===== config.mk =====
export PLATFORM = sky130hd
export DESIGN_NAME = ndn_link_top
export DESIGN_NICKNAME = d
export VERILOG_FILES = /design/src/source/ndn_link_pkg.sv /design/src/source/ndn_link_top.sv /design/src/source/ndn_frame_tx.sv /design/src/source/ndn_frame_rx.sv
export SDC_FILE = /design/constraint.sdc
export NUM_CORES = 1
export LEC_CHECK = 0
export BUFFER_PORTS_ARGS = -buffer_cell sky130_fd_sc_hd__buf_2
export CAP_MARGIN = 20
export CORE_ASPECT_RATIO = 1.25
export CORE_MARGIN = 2
export CORE_UTILIZATION = 50
export DETAILED_ROUTE_END_ITERATION = 10
export GPL_TIMING_DRIVEN = 0
export HOLD_SLACK_MARGIN = 0.05
export PLACE_DENSITY = 0.68
export SLEW_MARGIN = 20
export SYNTH_ARGS = -nofsm -noshare
export SYNTH_HDL_FRONTEND = slang
export SYNTH_SLANG_ARGS = --single-unit

===== constraint.sdc =====
create_clock -name clk -period 7.95 [get_ports clk]
set_input_delay 0.795 -clock clk [delete_from_list [all_inputs] [get_ports clk]]
set_output_delay 0.795 -clock clk [all_outputs]
set_load 0.05 [all_outputs]

===== src/source/ndn_link_pkg.sv =====
// NDN link frame definitions

package ndn_link_pkg;

    // Metadata field: don't care, packet type, prefix length
    localparam int META_BITS = 8;

    // Prefix field, sent MSB first
    localparam int PREFIX_BITS = 64;
    localparam int PREFIX_BYTES = PREFIX_BITS / 8;

    // Packet type position inside the metadata byte
    localparam int TYPE_BIT = 6;

    // Value of the type bit
    typedef enum logic {
        PKT_DATA     = 1'b0,
        PKT_INTEREST = 1'b1
    } pkt_type_t;

    // Receiver FSM
    typedef enum logic [2:0] {
        RX_IDLE,
        RX_META,
        RX_PREFIX,
        RX_PAYLOAD,
        RX_END,
        RX_UNLOAD
    } rx_state_t;

    // Transmitter FSM
    typedef enum logic [1:0] {
        TX_COLLECT,
        TX_START,
        TX_SHIFT,
        TX_END
    } tx_state_t;

endpackage

===== src/source/ndn_link_top.sv =====
// NDN serial link top
`timescale 1ns/10ps

module ndn_link_top #(
    parameter int PAYLOAD_BYTES = 32
) (
    input  logic       clk,
    input  logic       rst,
    // Serial line
    input  logic       miso,
    output logic       mosi,
    // FIB side, outgoing packets
    input  logic [7:0] tx_byte,
    input  logic       tx_valid,
    input  logic       tx_first,
    output logic       tx_busy,
    // FIB side, incoming packets
    output logic [7:0] rx_byte,
    output logic       rx_valid,
    output logic       rx_first,
    output logic       rx_frame_error
);

    // Line to FIB
    ndn_frame_rx #(
        .PAYLOAD_BYTES (PAYLOAD_BYTES)
    ) u_rx (
        .clk            (clk),
        .rst            (rst),
        .miso           (miso),
        .rx_byte        (rx_byte),
        .rx_valid       (rx_valid),
        .rx_first       (rx_first),
        .rx_frame_error (rx_frame_error)
    );

    // FIB to line
    ndn_frame_tx #(
        .PAYLOAD_BYTES (PAYLOAD_BYTES)
    ) u_tx (
        .clk      (clk),
        .rst      (rst),
        .tx_byte  (tx_byte),
        .tx_valid (tx_valid),
        .tx_first (tx_first),
        .mosi     (mosi),
        .tx_busy  (tx_busy)
    );

endmodule


===== src/source/ndn_frame_tx.sv =====
// NDN frame transmitter
`timescale 1ns/10ps

module ndn_frame_tx import ndn_link_pkg::*; #(
    parameter int PAYLOAD_BYTES = 32
) (
    input  logic       clk,
    input  logic       rst,
    input  logic [7:0] tx_byte,
    input  logic       tx_valid,
    input  logic       tx_first,
    output logic       mosi,
    output logic       tx_busy
);

    localparam int TOTAL_BYTES = 1 + PREFIX_BYTES + PAYLOAD_BYTES;
    localparam int STORE_BITS = 8 * TOTAL_BYTES;
    localparam int BYTE_CNT_W = $clog2(TOTAL_BYTES);
    localparam int BIT_CNT_W = $clog2(STORE_BITS + 1);

    tx_state_t state;

    logic                  pkt_open;
    logic                  data_pkt;
    logic                  take_byte;
    logic [BYTE_CNT_W-1:0] byte_cnt;
    logic [BYTE_CNT_W-1:0] wr_idx;
    logic [BYTE_CNT_W-1:0] last_idx;
    logic [BIT_CNT_W-1:0]  bit_cnt;
    logic [BIT_CNT_W-1:0]  frame_bits;

    // Packet bytes, metadata in the top byte
    logic [STORE_BITS-1:0] store;

    // Metadata always starts a packet, other bytes need an open one
    assign take_byte = (state == TX_COLLECT) && tx_valid && (tx_first || pkt_open);
    assign wr_idx = tx_first ? '0 : byte_cnt;

    // Packet size follows the latched type
    assign last_idx = data_pkt ? BYTE_CNT_W'(TOTAL_BYTES - 1) : BYTE_CNT_W'(PREFIX_BYTES);
    assign frame_bits = data_pkt ? BIT_CNT_W'(STORE_BITS)
                                 : BIT_CNT_W'(8 * (1 + PREFIX_BYTES));

    always_ff @(posedge clk or posedge rst) begin
        if (rst) begin
            state    <= TX_COLLECT;
            pkt_open <= 1'b0;
            data_pkt <= 1'b0;
            byte_cnt <= '0;
            bit_cnt  <= '0;
            mosi     <= 1'b1;
            tx_busy  <= 1'b0;
        end else begin
            case (state)
                TX_COLLECT: begin
                    if (tx_valid && tx_first) begin
                        // New packet, or restart of an open one
                        pkt_open <= 1'b1;
                        tx_busy  <= 1'b1;
                        data_pkt <= (pkt_type_t'(tx_byte[TYPE_BIT]) == PKT_DATA);
                        byte_cnt <= BYTE_CNT_W'(1);
                    end else if (tx_valid && pkt_open) begin
                        if (byte_cnt == last_idx) begin
                            // Last byte taken, start bit next cycle
                            pkt_open <= 1'b0;
                            mosi     <= 1'b0;
                            state    <= TX_START;
                        end else begin
                            byte_cnt <= byte_cnt + 1'b1;
                        end
                    end
                end
                TX_START: begin
                    mosi    <= store[STORE_BITS-1];
                    bit_cnt <= BIT_CNT_W'(1);
                    state   <= TX_SHIFT;
                end
                TX_SHIFT: begin
                    if (bit_cnt == frame_bits) begin
                        // Low end bit
                        mosi  <= 1'b0;
                        state <= TX_END;
                    end else begin
                        mosi    <= store[STORE_BITS-1];
                        bit_cnt <= bit_cnt + 1'b1;
                    end
                end
                TX_END: begin
                    // Line back to idle high
                    mosi    <= 1'b1;
                    tx_busy <= 1'b0;
                    state   <= TX_COLLECT;
                end
                default: state <= TX_COLLECT;
            endcase
        end
    end

    // Bytes land by index so both packet types sit MSB aligned
    always_ff @(posedge clk) begin
        if (take_byte) begin
            store[(TOTAL_BYTES - 1 - wr_idx) * 8 +: 8] <= tx_byte;
        end else if (state == TX_START || state == TX_SHIFT) begin
            store <= store << 1;
        end
    end

    // Line stays idle while bytes are collected
    a_idle_high: assert property (
        @(posedge clk) disable iff (rst) (state == TX_COLLECT) |-> mosi
    );

    a_busy_open: assert property (
        @(posedge clk) disable iff (rst) (state == TX_COLLECT && !pkt_open) |-> !tx_busy
    );

endmodule


===== src/source/ndn_frame_rx.sv =====
// NDN frame receiver
`timescale 1ns/10ps

module ndn_frame_rx import ndn_link_pkg::*; #(
    parameter int PAYLOAD_BYTES = 32
) (
    input  logic       clk,
    input  logic       rst,
    input  logic       miso,
    output logic [7:0] rx_byte,
    output logic       rx_valid,
    output logic       rx_first,
    output logic       rx_frame_error
);

    localparam int PAYLOAD_BITS = 8 * PAYLOAD_BYTES;
    // Longest field decides the bit counter width
    localparam int MAX_BITS = (PAYLOAD_BITS > PREFIX_BITS) ? PAYLOAD_BITS : PREFIX_BITS;
    localparam int BIT_CNT_W = $clog2(MAX_BITS);
    localparam int TOTAL_BYTES = 1 + PREFIX_BYTES + PAYLOAD_BYTES;
    localparam int BYTE_CNT_W = $clog2(TOTAL_BYTES + 1);

    rx_state_t state;
    pkt_type_t rx_type;

    logic [BIT_CNT_W-1:0]    bit_cnt;
    logic [BYTE_CNT_W-1:0]   byte_cnt;
    logic [BYTE_CNT_W-1:0]   last_cnt;
    logic                    unload_done;
    logic                    unload_step;

    // Field registers, filled MSB first
    logic [META_BITS-1:0]    meta;
    logic [PREFIX_BITS-1:0]  prefix;
    logic [PAYLOAD_BITS-1:0] payload;

    // Bytes to hand over for this packet
    assign last_cnt = (rx_type == PKT_INTEREST) ? BYTE_CNT_W'(1 + PREFIX_BYTES)
                                                : BYTE_CNT_W'(TOTAL_BYTES);
    assign unload_done = (byte_cnt == last_cnt);
    assign unload_step = (state == RX_UNLOAD) && !unload_done;

    always_ff @(posedge clk or posedge rst) begin
        if (rst) begin
            state          <= RX_IDLE;
            rx_type        <= PKT_DATA;
            bit_cnt        <= '0;
            byte_cnt       <= '0;
            rx_valid       <= 1'b0;
            rx_first       <= 1'b0;
            rx_frame_error <= 1'b0;
        end else begin
            // Error flag is a single-cycle pulse
            rx_frame_error <= 1'b0;
            case (state)
                RX_IDLE: begin
                    // Low sample on an idle line is the start bit
                    if (!miso) begin
                        bit_cnt <= '0;
                        state   <= RX_META;
                    end
                end
                RX_META: begin
                    // Type bit decides whether a payload follows
                    if (bit_cnt == BIT_CNT_W'(META_BITS - 1 - TYPE_BIT)) begin
                        rx_type <= pkt_type_t'(miso);
                    end
                    if (bit_cnt == BIT_CNT_W'(META_BITS - 1)) begin
                        bit_cnt <= '0;
                        state   <= RX_PREFIX;
                    end else begin
                        bit_cnt <= bit_cnt + 1'b1;
                    end
                end
                RX_PREFIX: begin
                    if (bit_cnt == BIT_CNT_W'(PREFIX_BITS - 1)) begin
                        bit_cnt <= '0;
                        state   <= (rx_type == PKT_INTEREST) ? RX_END : RX_PAYLOAD;
                    end else begin
                        bit_cnt <= bit_cnt + 1'b1;
                    end
                end
                RX_PAYLOAD: begin
                    if (bit_cnt == BIT_CNT_W'(PAYLOAD_BITS - 1)) begin
                        bit_cnt <= '0;
                        state   <= RX_END;
                    end else begin
                        bit_cnt <= bit_cnt + 1'b1;
                    end
                end
                RX_END: begin
                    if (!miso) begin
                        // Good end bit, metadata byte goes out first
                        rx_valid <= 1'b1;
                        rx_first <= 1'b1;
                        byte_cnt <= BYTE_CNT_W'(1);
                        state    <= RX_UNLOAD;
                    end else begin
                        rx_frame_error <= 1'b1;
                        state          <= RX_IDLE;
                    end
                end
                RX_UNLOAD: begin
                    rx_first <= 1'b0;
                    if (unload_done) begin
                        rx_valid <= 1'b0;
                        state    <= RX_IDLE;
                    end else begin
                        byte_cnt <= byte_cnt + 1'b1;
                    end
                end
                default: state <= RX_IDLE;
            endcase
        end
    end

    // Shift registers and unload chain
    always_ff @(posedge clk) begin
        case (state)
            RX_META:    meta <= {meta[META_BITS-2:0], miso};
            RX_PREFIX:  prefix <= {prefix[PREFIX_BITS-2:0], miso};
            RX_PAYLOAD: payload <= {payload[PAYLOAD_BITS-2:0], miso};
            RX_END:     rx_byte <= meta;
            default: ;
        endcase
        // Prefix and payload drain as one byte chain
        if (unload_step) begin
            rx_byte <= prefix[PREFIX_BITS-1 -: 8];
            prefix  <= {prefix[PREFIX_BITS-9:0], payload[PAYLOAD_BITS-1 -: 8]};
            payload <= payload << 8;
        end
    end

    // Byte strobes only while unloading
    a_valid_unload: assert property (
        @(posedge clk) disable iff (rst) rx_valid |-> (state == RX_UNLOAD)
    );

    a_first_valid: assert property (
        @(posedge clk) disable iff (rst) rx_first |-> rx_valid
    );

endmodule


---- Word level (Yosys, flattened, before mapping) ----
Index checks and enable logic that the tools add are counted.
operators by class
  muxes and demuxes ....................... 53
  bitwise gates (word level) .............. 1
  $add $sub $neg .......................... 6
  reduce and logical (&&, ||, !) cells .... 33
  equal/unequal tests ..................... 29
  shift-type cells ........................ 2
operators with widths
  operator                                                count
  two-way mux 328 bit                                     2
  two-way mux 256 bit                                     2
  bitwise mux 328 bit                                     1
  variable shift 8 x 34 -> 328 bit, first input constant  1
  indexed part select 8 x 34 -> 328 bit                   1
  two-way mux 64 bit                                      2
  two-way mux 6 bit                                       8
  two-way mux 8 bit                                       6
  negation 32 -> 34 bit                                   1
  case mux 8 bit (4 select lines)                         1
  two-way mux 3 bit                                       7
  two-way mux 9 bit                                       2
  case mux 3 bit (6 select lines)                         1
  case mux 9 bit (2 select lines)                         1
  nonzero test 2 bit                                      9
  inequality test 2 bit, second input constant            8
  AND reduction 3 bit                                     5
  adder 6 x 1 -> 6 bit, second input constant             2
  == test 6 bit                                           2
  inequality test 2 x 1 -> 1 bit, second input constant   6
  case mux 6 bit (2 select lines)                         1
  AND reduction 2 bit                                     6
  two-way mux 1 bit                                       10
  adder 9 x 1 -> 9 bit, second input constant             1
  other kinds (25)                                        38
word-level totals
  bits in registers ....................... 706

---- Logic depth before layout (Yosys ltp) ----
Gate-level depths: netlist of run 1.
  word-level depth ........................ 6
  gate-level depth with buffers ........... 20
  mapped depth without buffers ............ 16

---- Modules after synthesis ----
A second synthesis of run 1 with hierarchy kept.
unflattened totals
  cells, all modules ...................... 2577
  area total of the unflattened synthesis .. 30989.7 um2
modules (own cells, without submodules)
  module        times used  cells each  area an instance (um2)  sequential area each (um2)
  ndn_frame_tx  1           1550        16360.7                 10376.2
  ndn_frame_rx  1           1027        14629.0                 10535.1

---- Worst setup path after synthesis of run 1 ----
Ideal clock, no wire load.
  kind .................................... register to register
  start point ............................. register u_rx.byte_cnt[1]
  end point ............................... register u_rx.payload[100] (enable)
  setup time .............................. 1.901 ns
  cell stages (with the launch flop) ...... 8
  data arrival time ....................... 5.686 ns
  required time ........................... 6.049 ns
  clock period less this slack ............ 7.587 ns
  path slack .............................. 0.363 ns
  path buffers ............................ 1
  cell sequence ........................... dfrtp_1 inv_1 ha_1 nor4bb_1 nand2_1 nand3_1 clkbuf_1 nand2_1
on the way
  word-level cells in the longest chain between the ends .. 4
RTL lines
  what                                 RTL line             text
  from (decl)                          ndn_frame_rx.sv:27   logic [BYTE_CNT_W-1:0] byte_cnt;
  from (signal assigned)               ndn_frame_rx.sv:109  byte_cnt <= byte_cnt + 1'b1;
  == test 6 bit                        ndn_frame_rx.sv:40   assign unload_done = (byte_cnt == last_cnt);
  logical NOT 1 bit                    ndn_frame_rx.sv:41   assign unload_step = (state == RX_UNLOAD) && !unload_done;
  logical AND 1 bit                    ndn_frame_rx.sv:41
  nonzero test 2 bit (no source line)  -
  to (signal assigned)                 ndn_frame_rx.sv:122  RX_PAYLOAD: payload <= {payload[PAYLOAD_BITS-2:0], miso};
  to (signal assigned)                 ndn_frame_rx.sv:130  payload <= payload << 8;
  to (decl)                            ndn_frame_rx.sv:35   logic [PAYLOAD_BITS-1:0] payload;
Every way passes these cells.
A chain may end at the register's enable or synchronous reset.

---- Worst setup path after layout of run 1 ----
  start point ............................. input tx_first
  end point ............................... register u_tx.store[97] (enable)
on the way
  word-level cells in the longest chain between the ends .. 3
RTL lines
  what                                 RTL line             text
  from (decl)                          ndn_link_top.sv:15   input logic tx_first,
  logical OR 1 bit                     ndn_frame_tx.sv:36   assign take_byte = (state == TX_COLLECT) && tx_valid && (tx_first || pkt_open);
  logical AND 1 bit                    ndn_frame_tx.sv:36
  nonzero test 2 bit (no source line)  -
  to (signal, indexed assignment)      ndn_frame_tx.sv:102  store[(TOTAL_BYTES - 1 - wr_idx) * 8 +: 8] <= tx_byte;
  to (signal assigned)                 ndn_frame_tx.sv:104  store <= store << 1;
  to (decl)                            ndn_frame_tx.sv:33   logic [STORE_BITS-1:0] store;
Every way passes these cells.

==> results of run 1 <==
## sequential cells by signal, indices dropped and copies added (netlist names), 6 cells and up
name / count
u_tx.store: 328
u_rx.payload: 256
u_rx.prefix: 64
u_tx.bit_cnt: 9
u_rx.bit_cnt: 8
u_rx.meta: 8
u_rx.rx_byte: 8
u_rx.byte_cnt: 6
u_tx.byte_cnt: 6
## placed cells by master (no fill, tap or decap), drive strengths merged, types with 41 or more instances in the layout
| master | Yosys | layout |
|---|---|---|
| nor2 | 46 | 46 |
| buf | 36 | 71 |
| clkbuf | 137 | 229 |
| o21ai | 346 | 346 |
| dfrtp | 41 | 41 |
| nand2 | 446 | 446 |
| edfxtp | 656 | 656 |
| o31ai | 45 | 45 |
| mux2 | 74 | 74 |
| a22o | 248 | 248 |
## kinds of logic after synthesis
| family | count (synthesis) | share of synthesized area |
|---|---|---|
| mux | 77 | 0.0279 |
| simple gates | 648 | 0.0961 |
| buf+inv | 196 | 0.0288 |
| fa+ha+maj | 23 | 0.00930 |
| compound gates | 692 | 0.157 |
| flops | 706 | 0.676 |
| xor+xnor | 15 | 0.00425 |
## path summary, 6_finish.rpt
check / start / endpoint / slack (ns) / depth (start not counted)
min in group clk: u_rx.meta[2]$_DFFE_PP_ / u_rx.meta[3]$_DFFE_PP_ / 0.45 / 0
min reg2reg: u_rx.meta[2]$_DFFE_PP_ / u_rx.meta[3]$_DFFE_PP_ / 0.45 / 0
max: tx_first / u_tx.store[97]$_DFFE_PP_ / 1.68 / 17
max reg2reg: u_tx.byte_cnt[0]$_DFFE_PP0P_ / u_tx.store[97]$_DFFE_PP_ / 1.84 / 17
max in group asynchronous: rst / u_rx.bit_cnt[6]$_DFFE_PP0P_ / 7.33 / 3
min: rst / u_tx.tx_busy$_DFFE_PP0P_ / 0.15 / 2
## cell type report
class                      instances  share of cell area
sequential                       706               0.604
multi-input combinational       1455               0.264
clock buffer                      92              0.0572
tap                              824              0.0298
buffer                           173              0.0232
timing repair buffer              35             0.00983
clock inverter                    38             0.00907
inverter                          23             0.00257
## per-stage QoR
step                      setup WS, ns  TNS, ns
after detailed placement          1.10        0
after floorplan                  0.363        0
after global placement           -2.24  -547.63
after CTS                         1.73        0
after global routing              1.21        0
final                             1.68        0
## power groups by stage
stage	registers [uW]	logic, uW	clock network (uW)
final	5440	1540	3330
after global routing	5520	1700	3510
after CTS	5450	1550	3370
after detailed placement	5510	1540	0
after global placement	5720	1340	0
after floorplan	5550	1070	0
## per-layer routing
layer | vias up | global-route usage | share of wire
met5 | - | 0 | 0
met3 | 164 | 0.0300 | 0.058
met1 | 9928 | 0.281 | 0.40
li1 | 9176 | - | -
met4 | 0 | 0.0881 | 0.035
met2 | 680 | 0.382 | 0.50
==> metrics.cfg, run 1 <==
[outcome]
outcome=complete, no violations

[layout]
drive_gt1_frac=0.133
nets=2501
num_antenna_cells=0
area_growth_pct=11.9
stdcell_count=3346
multiInputGateArea_um2=9150
fillCellCount=4993
utilization=0.568
regArea_um2=20900
postLayoutCellArea_um2=34600

[clock_network]
post_cts_buffers=0
cts_made_buffers=71
cts_tree=yes
root_buffer=clkbuf_16
holdBufCountCts=0
cts_resized=0
clkTransAtPathRegs_ns=0.06
max-clock-path-buffers=3
clkLatencyLatePin_ns=0.63
htreeDepth=3
cts.sinks=706

[power_and_ir_drop]
seq_power_share=0.528
combinationalPowerShare=0.149
power.switching_uw=2720
power-per-cell-area_nw_per_um2=298
peakVddDrop_mv=0.207
power_uw=10300
p_sw_frac=0.264
power.leakage_uw=0.0127
intPower_uw=7590
p_clk_frac=0.323

[detailed_routing]
final_antenna_net_count=0
wl_per_cell_um=20.7
via_count=19948
dr.pass1.iters=7
wirelength_um=69400
drtIter0Drc=1926
viasPerCell=5.96
drcViolationCount=0

[sta]
min_period_ns=6.27
hold_viol_final=0
setup_violations=0
fmax_mhz=160
finalMaxSlewViolations=0
tightest_slew_ns=1.10
rsz0062_at_grt=false
hold_ws_ns=0.151
relSlewSlack=0.267
finalClockSkew_ns=0.0255
fin_crit_sh=0.788

[critical_path]
slowest_stage=o21ai_1
cp-end-kind=register
worst_path_most_repeated_cell=clkbuf_1
path_max_fanout=16
required_ns=8.18
crit_type=input port to register
startpoint_type=input port
critPathArrivalTime_ns=6.50
crit_path_cell_trace=buf_2 > clkbuf_1 > clkbuf_1 > nand2b_1 > ha_1 > nand2b_1 > a311o_1 > clkbuf_1 > inv_1 > ha_1 > buf_2 > or4_1 > a221o_1 > buf_4 > nor4b_1 > nand2_1 > o21ai_1
crit_buf_inv=7
crit_family=buffers and inverters
slowest_delay_ns=0.78

[die]
core_area_um2=60900
die_width_um=226
pin_count=26
start_util=0.508
die_y_um=282
row_count=101
die_area_um2=63900

[place]
place_area_um2=32300
portBuffers=25
dpl.cell_count=3215
place.gp.congestion=0.866
place_hpwl_um=47000

[yosys]
ys_seq_elements=706
async_reset_ff_frac=0.0595
synth_edf_count=656
synth_most_common_cell=edfxtp_1
synth_flop_cell=edfxtp_1
synth_area_leader_cell=edfxtp_1
ys_warn_count=0
synth.net_count=2393
syn_area_per_cell_um2=13.1
synth_top_area_frac=0.637
syn_inst=2357
ys_seq_area_frac=0.676
syn-cell-area_um2=30900
synth_area_leaders=edfxtp_1 (64%), a22o_1 (7.0%), nand2_1 (5.4%)
ys_types=70
synthTopCellsByCount=edfxtp_1 (656), nand2_1 (446), a22o_1 (248)

[global_route]
grt_pass1_vias=20002
grt_pass1_wl_um=110000
antenna_found_initial=0
grt_overflow=0
track_usage=0.220
grt_start_max_net_pins=57

[worst_hold_path]
min_path_type=input port to asynchronous set/reset pin

[flow_run]
maxCapViolCount=0

Note: power is estimated with default switching activity, not from simulation.
==> run 2, diff against run 1 <==
Clock period 7.95 ns to 5.35 ns, I/O delays scaled along.
==> run 2 against run 1 <==
Compared with the run above: the flow now finishes with violations (capacitance limit, slew limit); combinational power is 44% higher; final area is 2.1% higher; highest routed layer is now met5; largest power group unchanged; count of clock-buffer cells in the layout is 7 higher.
==> metrics.cfg, run 2 (synthesis results as in run 1) <==
[layout]
utilization=0.580  ; +0.0119
stdcell_count=3360  ; +0.42%
fillCellCount=4832  ; -3.2%
largest_reg_flops=328  ; unchanged
num_antenna_cells=0  ; unchanged
top_regs=u_tx.store: 328 flops, u_rx.payload: 256 flops, u_rx.prefix: 64 flops
regArea_um2=20900  ; unchanged
multiInputGateArea_um2=9690  ; +5.9%
area_growth_pct=14.3
nets=2519  ; +0.72%
largest-register=u_tx.store
drive_gt1_frac=0.160  ; +0.0273
final_cell_mix=edfxtp_1 (656), nand2_1 (440), a22o_1 (248)
final_common_cell=edfxtp_1

[critical_path]
slowest_stage=o21ai_0
timing.rr.end=u_tx.store[282]$_DFFE_PP_
path_max_fanout=10  ; -6
required_ns=5.61  ; -2.57 ns
reg2reg_from=u_tx.byte_cnt[0]$_DFFE_PP0P_
r2r_cells=16  ; -1
cp-end-kind=register
critPathArrivalTime_ns=5.39  ; -1.11 ns
startpoint_type=register
slowest_delay_ns=0.50  ; -0.28 ns
crit_type=register to register
crit_buf_inv=6  ; -1
crit_path_cell_trace=buf_2 > inv_1 > nor2_2 > inv_1 > ha_1 > nor2b_2 > a32oi_2 > buf_4 > or4_1 > ha_1 > nor2_1 > o31a_1 > clkbuf_1 > o21ai_0 > clkbuf_2 > o21ai_4
ff2ff_setup_slack_ns=0.22  ; -1.62 ns
crit_family=buffers and inverters

[global_route]
antenna_found_initial=1  ; +1
grt_pass1_vias=19936  ; -0.33%
track_usage=0.217  ; -0.00316
grt_start_max_net_pins=100  ; +75%
grt_pass1_wl_um=108000  ; -1.3%
grt_overflow=0  ; unchanged

[die]
die_area_um2=63900  ; unchanged
die_width_um=226  ; unchanged
die_y_um=282  ; unchanged
row_count=101  ; unchanged
pin_count=26  ; unchanged
core_area_um2=60900  ; unchanged
start_util=0.508  ; unchanged

[sta]
fmax_mhz=195
min_period_ns=5.13
fin_crit_sh=0.959
hold_viol_final=0  ; unchanged
finalMaxSlewViolations=11  ; +11
finalClockSkew_ns=0.0128  ; -0.0127 ns
tightest_slew_ns=1.51  ; +0.414 ns
setup_violations=0  ; unchanged
relSlewSlack=-0.00968  ; -0.276

[power_and_ir_drop]
seq_power_share=0.538  ; +0.010
p_clk_frac=0.315  ; -0.008
intPower_uw=11000  ; +46%
power.switching_uw=3990  ; +47%
peakVddDrop_mv=0.359  ; +73%
power.leakage_uw=0.0130  ; +1.7%
combinationalPowerShare=0.148  ; about the same
p_sw_frac=0.266  ; +0.00161
power-per-cell-area_nw_per_um2=425  ; +43%

[clock_network]
htreeDepth=3  ; unchanged
root_buffer=clkbuf_16
cts_made_buffers=72  ; +1.4%
max-clock-path-buffers=3  ; unchanged
cts.sinks=706  ; unchanged
cts_tree=yes
clkTransAtPathRegs_ns=0.06  ; about the same
clkLatencyLatePin_ns=0.60  ; -0.03 ns

[worst_hold_path]
min_path_type=input port to register
min_to=u_tx.pkt_open$_DFFE_PP0P_
hold_start=tx_valid
min_path_cells=3

[detailed_routing]
wl_per_cell_um=20.8  ; about the same
viasPerCell=5.95  ; -0.23%
drcViolationCount=0  ; unchanged
final_antenna_net_count=0  ; unchanged
drtIter0Drc=1966  ; +2.1%
dr.pass1.iters=6  ; -1
via_count=19985  ; +0.19%
wirelength_um=69700  ; +0.51%

[place]
place_hpwl_um=46300  ; -1.6%
dpl.cell_count=3211  ; -0.12%
place.gp.congestion=0.863  ; -0.27%
portBuffers=25  ; unchanged

[flow_run]
maxCapViolCount=2  ; +2

[outcome]
violations=capacitance limit, slew limit
outcome=finished, violations left

==> run 2: worst register-to-register path, stage by stage, from the launching register on <==
cell and delay (ns):
dfrtp_1 0.38, buf_2 0.18, inv_1 0.13, nor2_2 0.09
inv_1 0.18, ha_1 0.24, nor2b_2 0.22, a32oi_2 0.18
buf_4 0.20, or4_1 0.41, ha_1 0.37, nor2_1 0.16
o31a_1 0.21, clkbuf_1 0.44, o21ai_0 0.50, clkbuf_2 0.48
o21ai_4 0.43
==> run 2: power by group through the flow <==
stage                     clock (uW)  sequential [uW]  combinational [uW]
after detailed placement           0             8180                2230
after global placement             0             8370                2010
after CTS                       4820             8090                2240
after floorplan                    0             8120                1590
final                           4730             8080                2220
after global routing            5020             8190                2450
==> run 2: how the worst max path moves through the flow <==
stage                                   to  cells past startpoint                    startpoint
2_1_floorplan    u_tx.store[280]$_DFFE_PP_                     17                      tx_first
3_5_place_dp      u_tx.store[74]$_DFFE_PP_                     18                      tx_first
6_report         u_tx.store[282]$_DFFE_PP_                     16  u_tx.byte_cnt[0]$_DFFE_PP0P_
4_1_cts          u_tx.store[224]$_DFFE_PP_                     18  u_tx.byte_cnt[0]$_DFFE_PP0P_
3_3_place_gp   u_rx.payload[140]$_DFFE_PP_                      6  u_rx.byte_cnt[0]$_DFFE_PP0P_
5_1_grt          u_tx.store[276]$_DFFE_PP_                     18  u_tx.byte_cnt[0]$_DFFE_PP0P_
==> run 2: metrics by stage <==
| step | hold WS, ns | TNS [ns] | setup WS, ns | power, uW | instance area, um2 |
|---|---|---|---|---|---|
| 2_1_floorplan | 0.420 | 0 | 0.181 | 9710 | 30900 |
| 3_3_place_gp | 0.426 | -684.87 | -1.46 | 10400 | 32100 |
| 3_5_place_dp | 0.436 | -368.79 | -1.15 | 10400 | 32200 |
| 4_1_cts | 0.239 | -2.03 | -0.0640 | 15100 | 34700 |
| 5_1_grt | 0.267 | -1.11 | -0.0607 | 15700 | 35300 |
| 6_report | 0.277 | 0 | 0.218 | 15000 | 35300 |
==> run 2: routing by layer <==
metal / share of wire / up-vias / global-route usage
li1: - / 9197 / -
met1: 0.41 / 9987 / 0.276
met2: 0.50 / 624 / 0.371
met3: 0.052 / 175 / 0.0306
met4: 0.041 / 2 / 0.0999
met5: 0.00019 / - / 0
==> run 2: cell type report <==
cell class,count,area share
multi-input combinational,1455,0.274
sequential,706,0.592
clock inverter,28,0.00481
timing repair buffer,53,0.0178
buffer,172,0.0229
tap,824,0.0292
inverter,23,0.00251
clock buffer,99,0.0568
==> run 2: repair_timing <==
action / 4_1_cts / 5_1_grt
pin swaps: 2 / 29
buffers inserted: 2 / 20
setup endpoints to repair: 353 / 531
gates resized for setup: 58 / 60
endpoints found under the hold margin: 7 / 0
hold buffers: 1 / 0
==> run 3, diff against run 2 <==
Settings changed: PLACE_DENSITY 0.68 to 0.78, RECOVER_POWER set to 25, SYNTH_HIERARCHICAL set to 1.
==> run 3 against run 2 <==
Compared with the run above: critical path type unchanged; register-to-register slack got worse by 0.02 ns; count of clock-buffer cells in the layout fell by 15; final cell count rose by 7.0%; core utilization fell by 0.29 points; flip-flop and latch count did not move; first-iteration DRC count rose by 15%; clock power rose by 6.6%; sequential power rose by 34%; sequential share of layout area fell by 0.40 points; routed wire length rose by 6.7%; the flow still finishes with violations (capacitance limit, slew limit); final area rose by 0.69%; die area rose by 0.19%.
==> metrics.cfg, run 3 <==
[critical_path]
crit_buf_inv=7  ; +1
cp-end-kind=register
cp_num_cells=19  ; +3
reg2reg_from=u_tx/byte_cnt[0]$_DFFE_PP0P_
critPathCapture=u_tx/store[1]$_DFFE_PP_
critPathArrivalTime_ns=5.43  ; +0.04 ns
path_max_fanout=10  ; unchanged
required_ns=5.62  ; about the same
crit_start=u_tx/byte_cnt[0]$_DFFE_PP0P_
r2r_cells=19  ; +3
startpoint_type=register
worst_path_most_repeated_cell=buf_4
timing.rr.end=u_tx/store[1]$_DFFE_PP_
crit_family=simple AND/OR/NAND/NOR gates
slowest_delay_ns=0.71  ; +0.21 ns
crit_path_cell_trace=buf_6 > inv_1 > nor2_4 > inv_2 > ha_2 > or3_1 > nor4b_2 > a21oi_1 > inv_2 > ha_1 > buf_4 > nand3b_1 > a211oi_2 > o211ai_1 > buf_4 > buf_4 > a2111oi_4 > nand3_1 > nand2_1
ff2ff_setup_slack_ns=0.20  ; -0.02 ns
slowest_stage=a2111oi_4
crit_type=register to register

[power_and_ir_drop]
power.leakage_uw=0.0129  ; -0.63%
power.switching_uw=7560  ; +89%
intPower_uw=14900  ; +35%
seq_power_share=0.482  ; -0.056
peakVddDrop_mv=0.332  ; -7.5%
power_uw=22400  ; +49%
combinationalPowerShare=0.294  ; +0.146
power-per-cell-area_nw_per_um2=630  ; +48%
p_clk_frac=0.225  ; -0.090
p_sw_frac=0.337  ; +0.0716

[yosys]
synthMuxAreaShare=0.00137  ; -0.0265
syn_area_per_cell_um2=12.0  ; -8.4%
synth_most_common_cell=nand2_1
ys_seq_elements=706  ; unchanged
yosys.area_share.simple=0.126  ; +0.0302
synthTopCellsByCount=nand2_1 (664), edfxtp_1 (656), o21ai_0 (272)
synth_area_leader_cell=edfxtp_1
synth_area_leaders=edfxtp_1 (64%), nand2_1 (8.0%), a22o_1 (7.1%)
ys_types=80  ; +14%
synth_top_area_frac=0.636  ; -0.00126
synth_flop_cell=edfxtp_1
synth_edf_count=656  ; unchanged
async_reset_ff_frac=0.0595  ; unchanged
synth_compound_gate_area_share=0.153  ; -0.00415
synth-xor-area-share=0.00452  ; +0.000274
syn-cell-area_um2=31000  ; +0.20%
ys_seq_area_frac=0.675  ; -0.00134
ys_warn_count=6  ; +6
syn_inst=2577  ; +9.3%
synth_top_family_by_area=compound AO/OA/AOI/OAI gates
synth-adder-area-share=0.00929  ; -0.0000184
synth.net_count=2613  ; +9.2%

[layout]
utilization=0.577  ; -0.00294
num_antenna_cells=0  ; unchanged
stdcell_count=3596  ; +7.0%
final_common_cell=edfxtp_1
top_regs=u_tx/store: 328 flops, u_rx/payload: 256 flops, u_rx/prefix: 64 flops
nets=2744  ; +8.9%
largest-register=u_tx/store
fillCellCount=4772  ; -1.2%
final_cell_mix=edfxtp_1 (656), nand2_1 (654), a22o_1 (250)
largest_reg_flops=328  ; unchanged
area_growth_pct=14.8
drive_gt1_frac=0.104  ; -0.0567

[detailed_routing]
viasPerCell=6.06  ; +1.9%
via_count=21792  ; +9.0%
wirelength_um=74400  ; +6.7%
wl_per_cell_um=20.7  ; -0.29%
final_antenna_net_count=0  ; unchanged
drtIter0Drc=2265  ; +15%
dr.pass1.iters=7  ; +1
drcViolationCount=0  ; unchanged

[die]
die_width_um=227  ; about the same
core_area_um2=61600  ; +1.2%
row_count=102  ; +0.99%
start_util=0.503  ; -0.00502
die_y_um=282  ; about the same
die_area_um2=64000  ; +0.19%
pin_count=26  ; unchanged

[place]
dpl.cell_count=3439  ; +7.1%
place_hpwl_um=50300  ; +8.7%
portBuffers=25  ; unchanged
place.gp.congestion=0.989  ; +15%

[outcome]
violations=capacitance limit, slew limit
outcome=finished, violations left

[clock_network]
cts_made_buffers=69  ; -4.2%
htreeDepth=3  ; unchanged
cts.sinks=706  ; unchanged
clkTransAtPathRegs_ns=0.06  ; about the same
cts_tree=yes
max-clock-path-buffers=3  ; unchanged
clkLatencyLatePin_ns=0.61  ; about the same
holdBufCountCts=0  ; -1
root_buffer=clkbuf_16

[global_route]
antenna_found_initial=1  ; unchanged
grt_overflow=0  ; unchanged
grt_pass1_wl_um=116000  ; +7.1%
grt_pass1_vias=21364  ; +7.2%
grt_start_max_net_pins=104  ; +4.0%
track_usage=0.233  ; +0.0155

[sta]
relSlewSlack=-0.00769  ; +0.00199
finalClockSkew_ns=0.0223  ; +0.00952 ns
min_period_ns=5.15  ; +0.0227 ns
setup_tns_ns=0  ; unchanged
setup_violations=0  ; unchanged
fmax_mhz=194  ; -0.44%
hold_ws_ns=0.152  ; -0.125 ns
tightest_slew_ns=1.51  ; -0.00625 ns
fin_crit_sh=0.963  ; +0.00425
finalMaxSlewViolations=11  ; unchanged
hold_viol_final=0  ; unchanged

[worst_hold_path]
min_path_type=input port to asynchronous set/reset pin

[flow_run]
maxCapViolCount=1  ; -1

==> run 3: changes by cell type after synthesis, sizes merged, moves of 6 or more <==
cell,delta
a21oi,+6
a31o,-7
buf,+35
clkbuf,-6
mux2,-72
nand2,+218
nand2b,-9
nand3,+39
nand3b,+6
nand4,+12
nor2,+8
nor3,+8
o21ai,-40
o31ai,+31
==> run 3: cell families (layout without fill, tap and decap cells) <==
logic type	Yosys count	in the layout
and+or+nand+nor	909	909
DFF	706	706
AOI/OAI and AO/OA	693	693
buffers and inverters	226	413
adders and majority gates	23	23
xor gates and xnor gates	16	16
muxes	4	4
==> run 3: cell type report <==
class	count	area, um2	share of cell area
plain buffers	201	876	0.0246
clock buffers	84	1870	0.0525
clock inverters	43	488	0.0137
inverters	24	90.1	0.00253
multi-input cells	1645	9680	0.272
flip-flops and latches	706	20900	0.588
well taps	832	1040	0.0293
repair buffers	61	631	0.0177
==> run 3: what timing repair did <==
item	4_1_cts	5_1_grt
gates cloned	0	0
pin swaps	17	13
resized for setup	92	34
setup buffers	23	8
endpoints found under the setup margin	593	603
endpoints found under the hold margin	0	0
==> run 3: worst min-delay path by stage <==
stage	slack (ns)	start	end
after floorplan	0.43	u_rx/meta[0]$_DFFE_PP_	u_rx/meta[1]$_DFFE_PP_
after global placement	0.43	u_rx/meta[0]$_DFFE_PP_	u_rx/meta[1]$_DFFE_PP_
after detailed placement	0.44	u_rx/meta[1]$_DFFE_PP_	u_rx/meta[2]$_DFFE_PP_
after CTS	0.13	rst	u_rx/bit_cnt[4]$_DFFE_PP0P_
after global routing	0.20	rst	u_tx/bit_cnt[6]$_DFFE_PP0P_
final	0.15	rst	u_tx/bit_cnt[7]$_DFFE_PP0P_
==> run 3: per-stage QoR <==
stage	setup slack, ns	instance area [um2]
2_1_floorplan	-0.212	31000
3_3_place_gp	-1.59	32200
3_5_place_dp	-1.78	32300
4_1_cts	-0.0149	35500
5_1_grt	-0.00831	35600
6_report	0.196	35600
==> run 3: power groups by stage <==
stage               clock network, uW  registers (uW)  logic [uW]
floorplan                           0           10600        3880
global placement                    0           10900        5180
detailed placement                  0           10900        5630
CTS                              5120           10800        6400
global route                     5330           11000        7170
finish                           5040           10800        6580
==> run 3: per-layer routing <==
| layer | part of all wire | GRT usage | wire [um] | vias up |
|---|---|---|---|---|
| met5 | 0.00016 | 0 | 12 | - |
| met4 | 0.053 | 0.128 | 3940 | 2 |
| met3 | 0.080 | 0.0450 | 5940 | 235 |
| met2 | 0.48 | 0.382 | 35900 | 961 |
| met1 | 0.38 | 0.291 | 28700 | 10732 |
| li1 | - | - | - | 9862 |
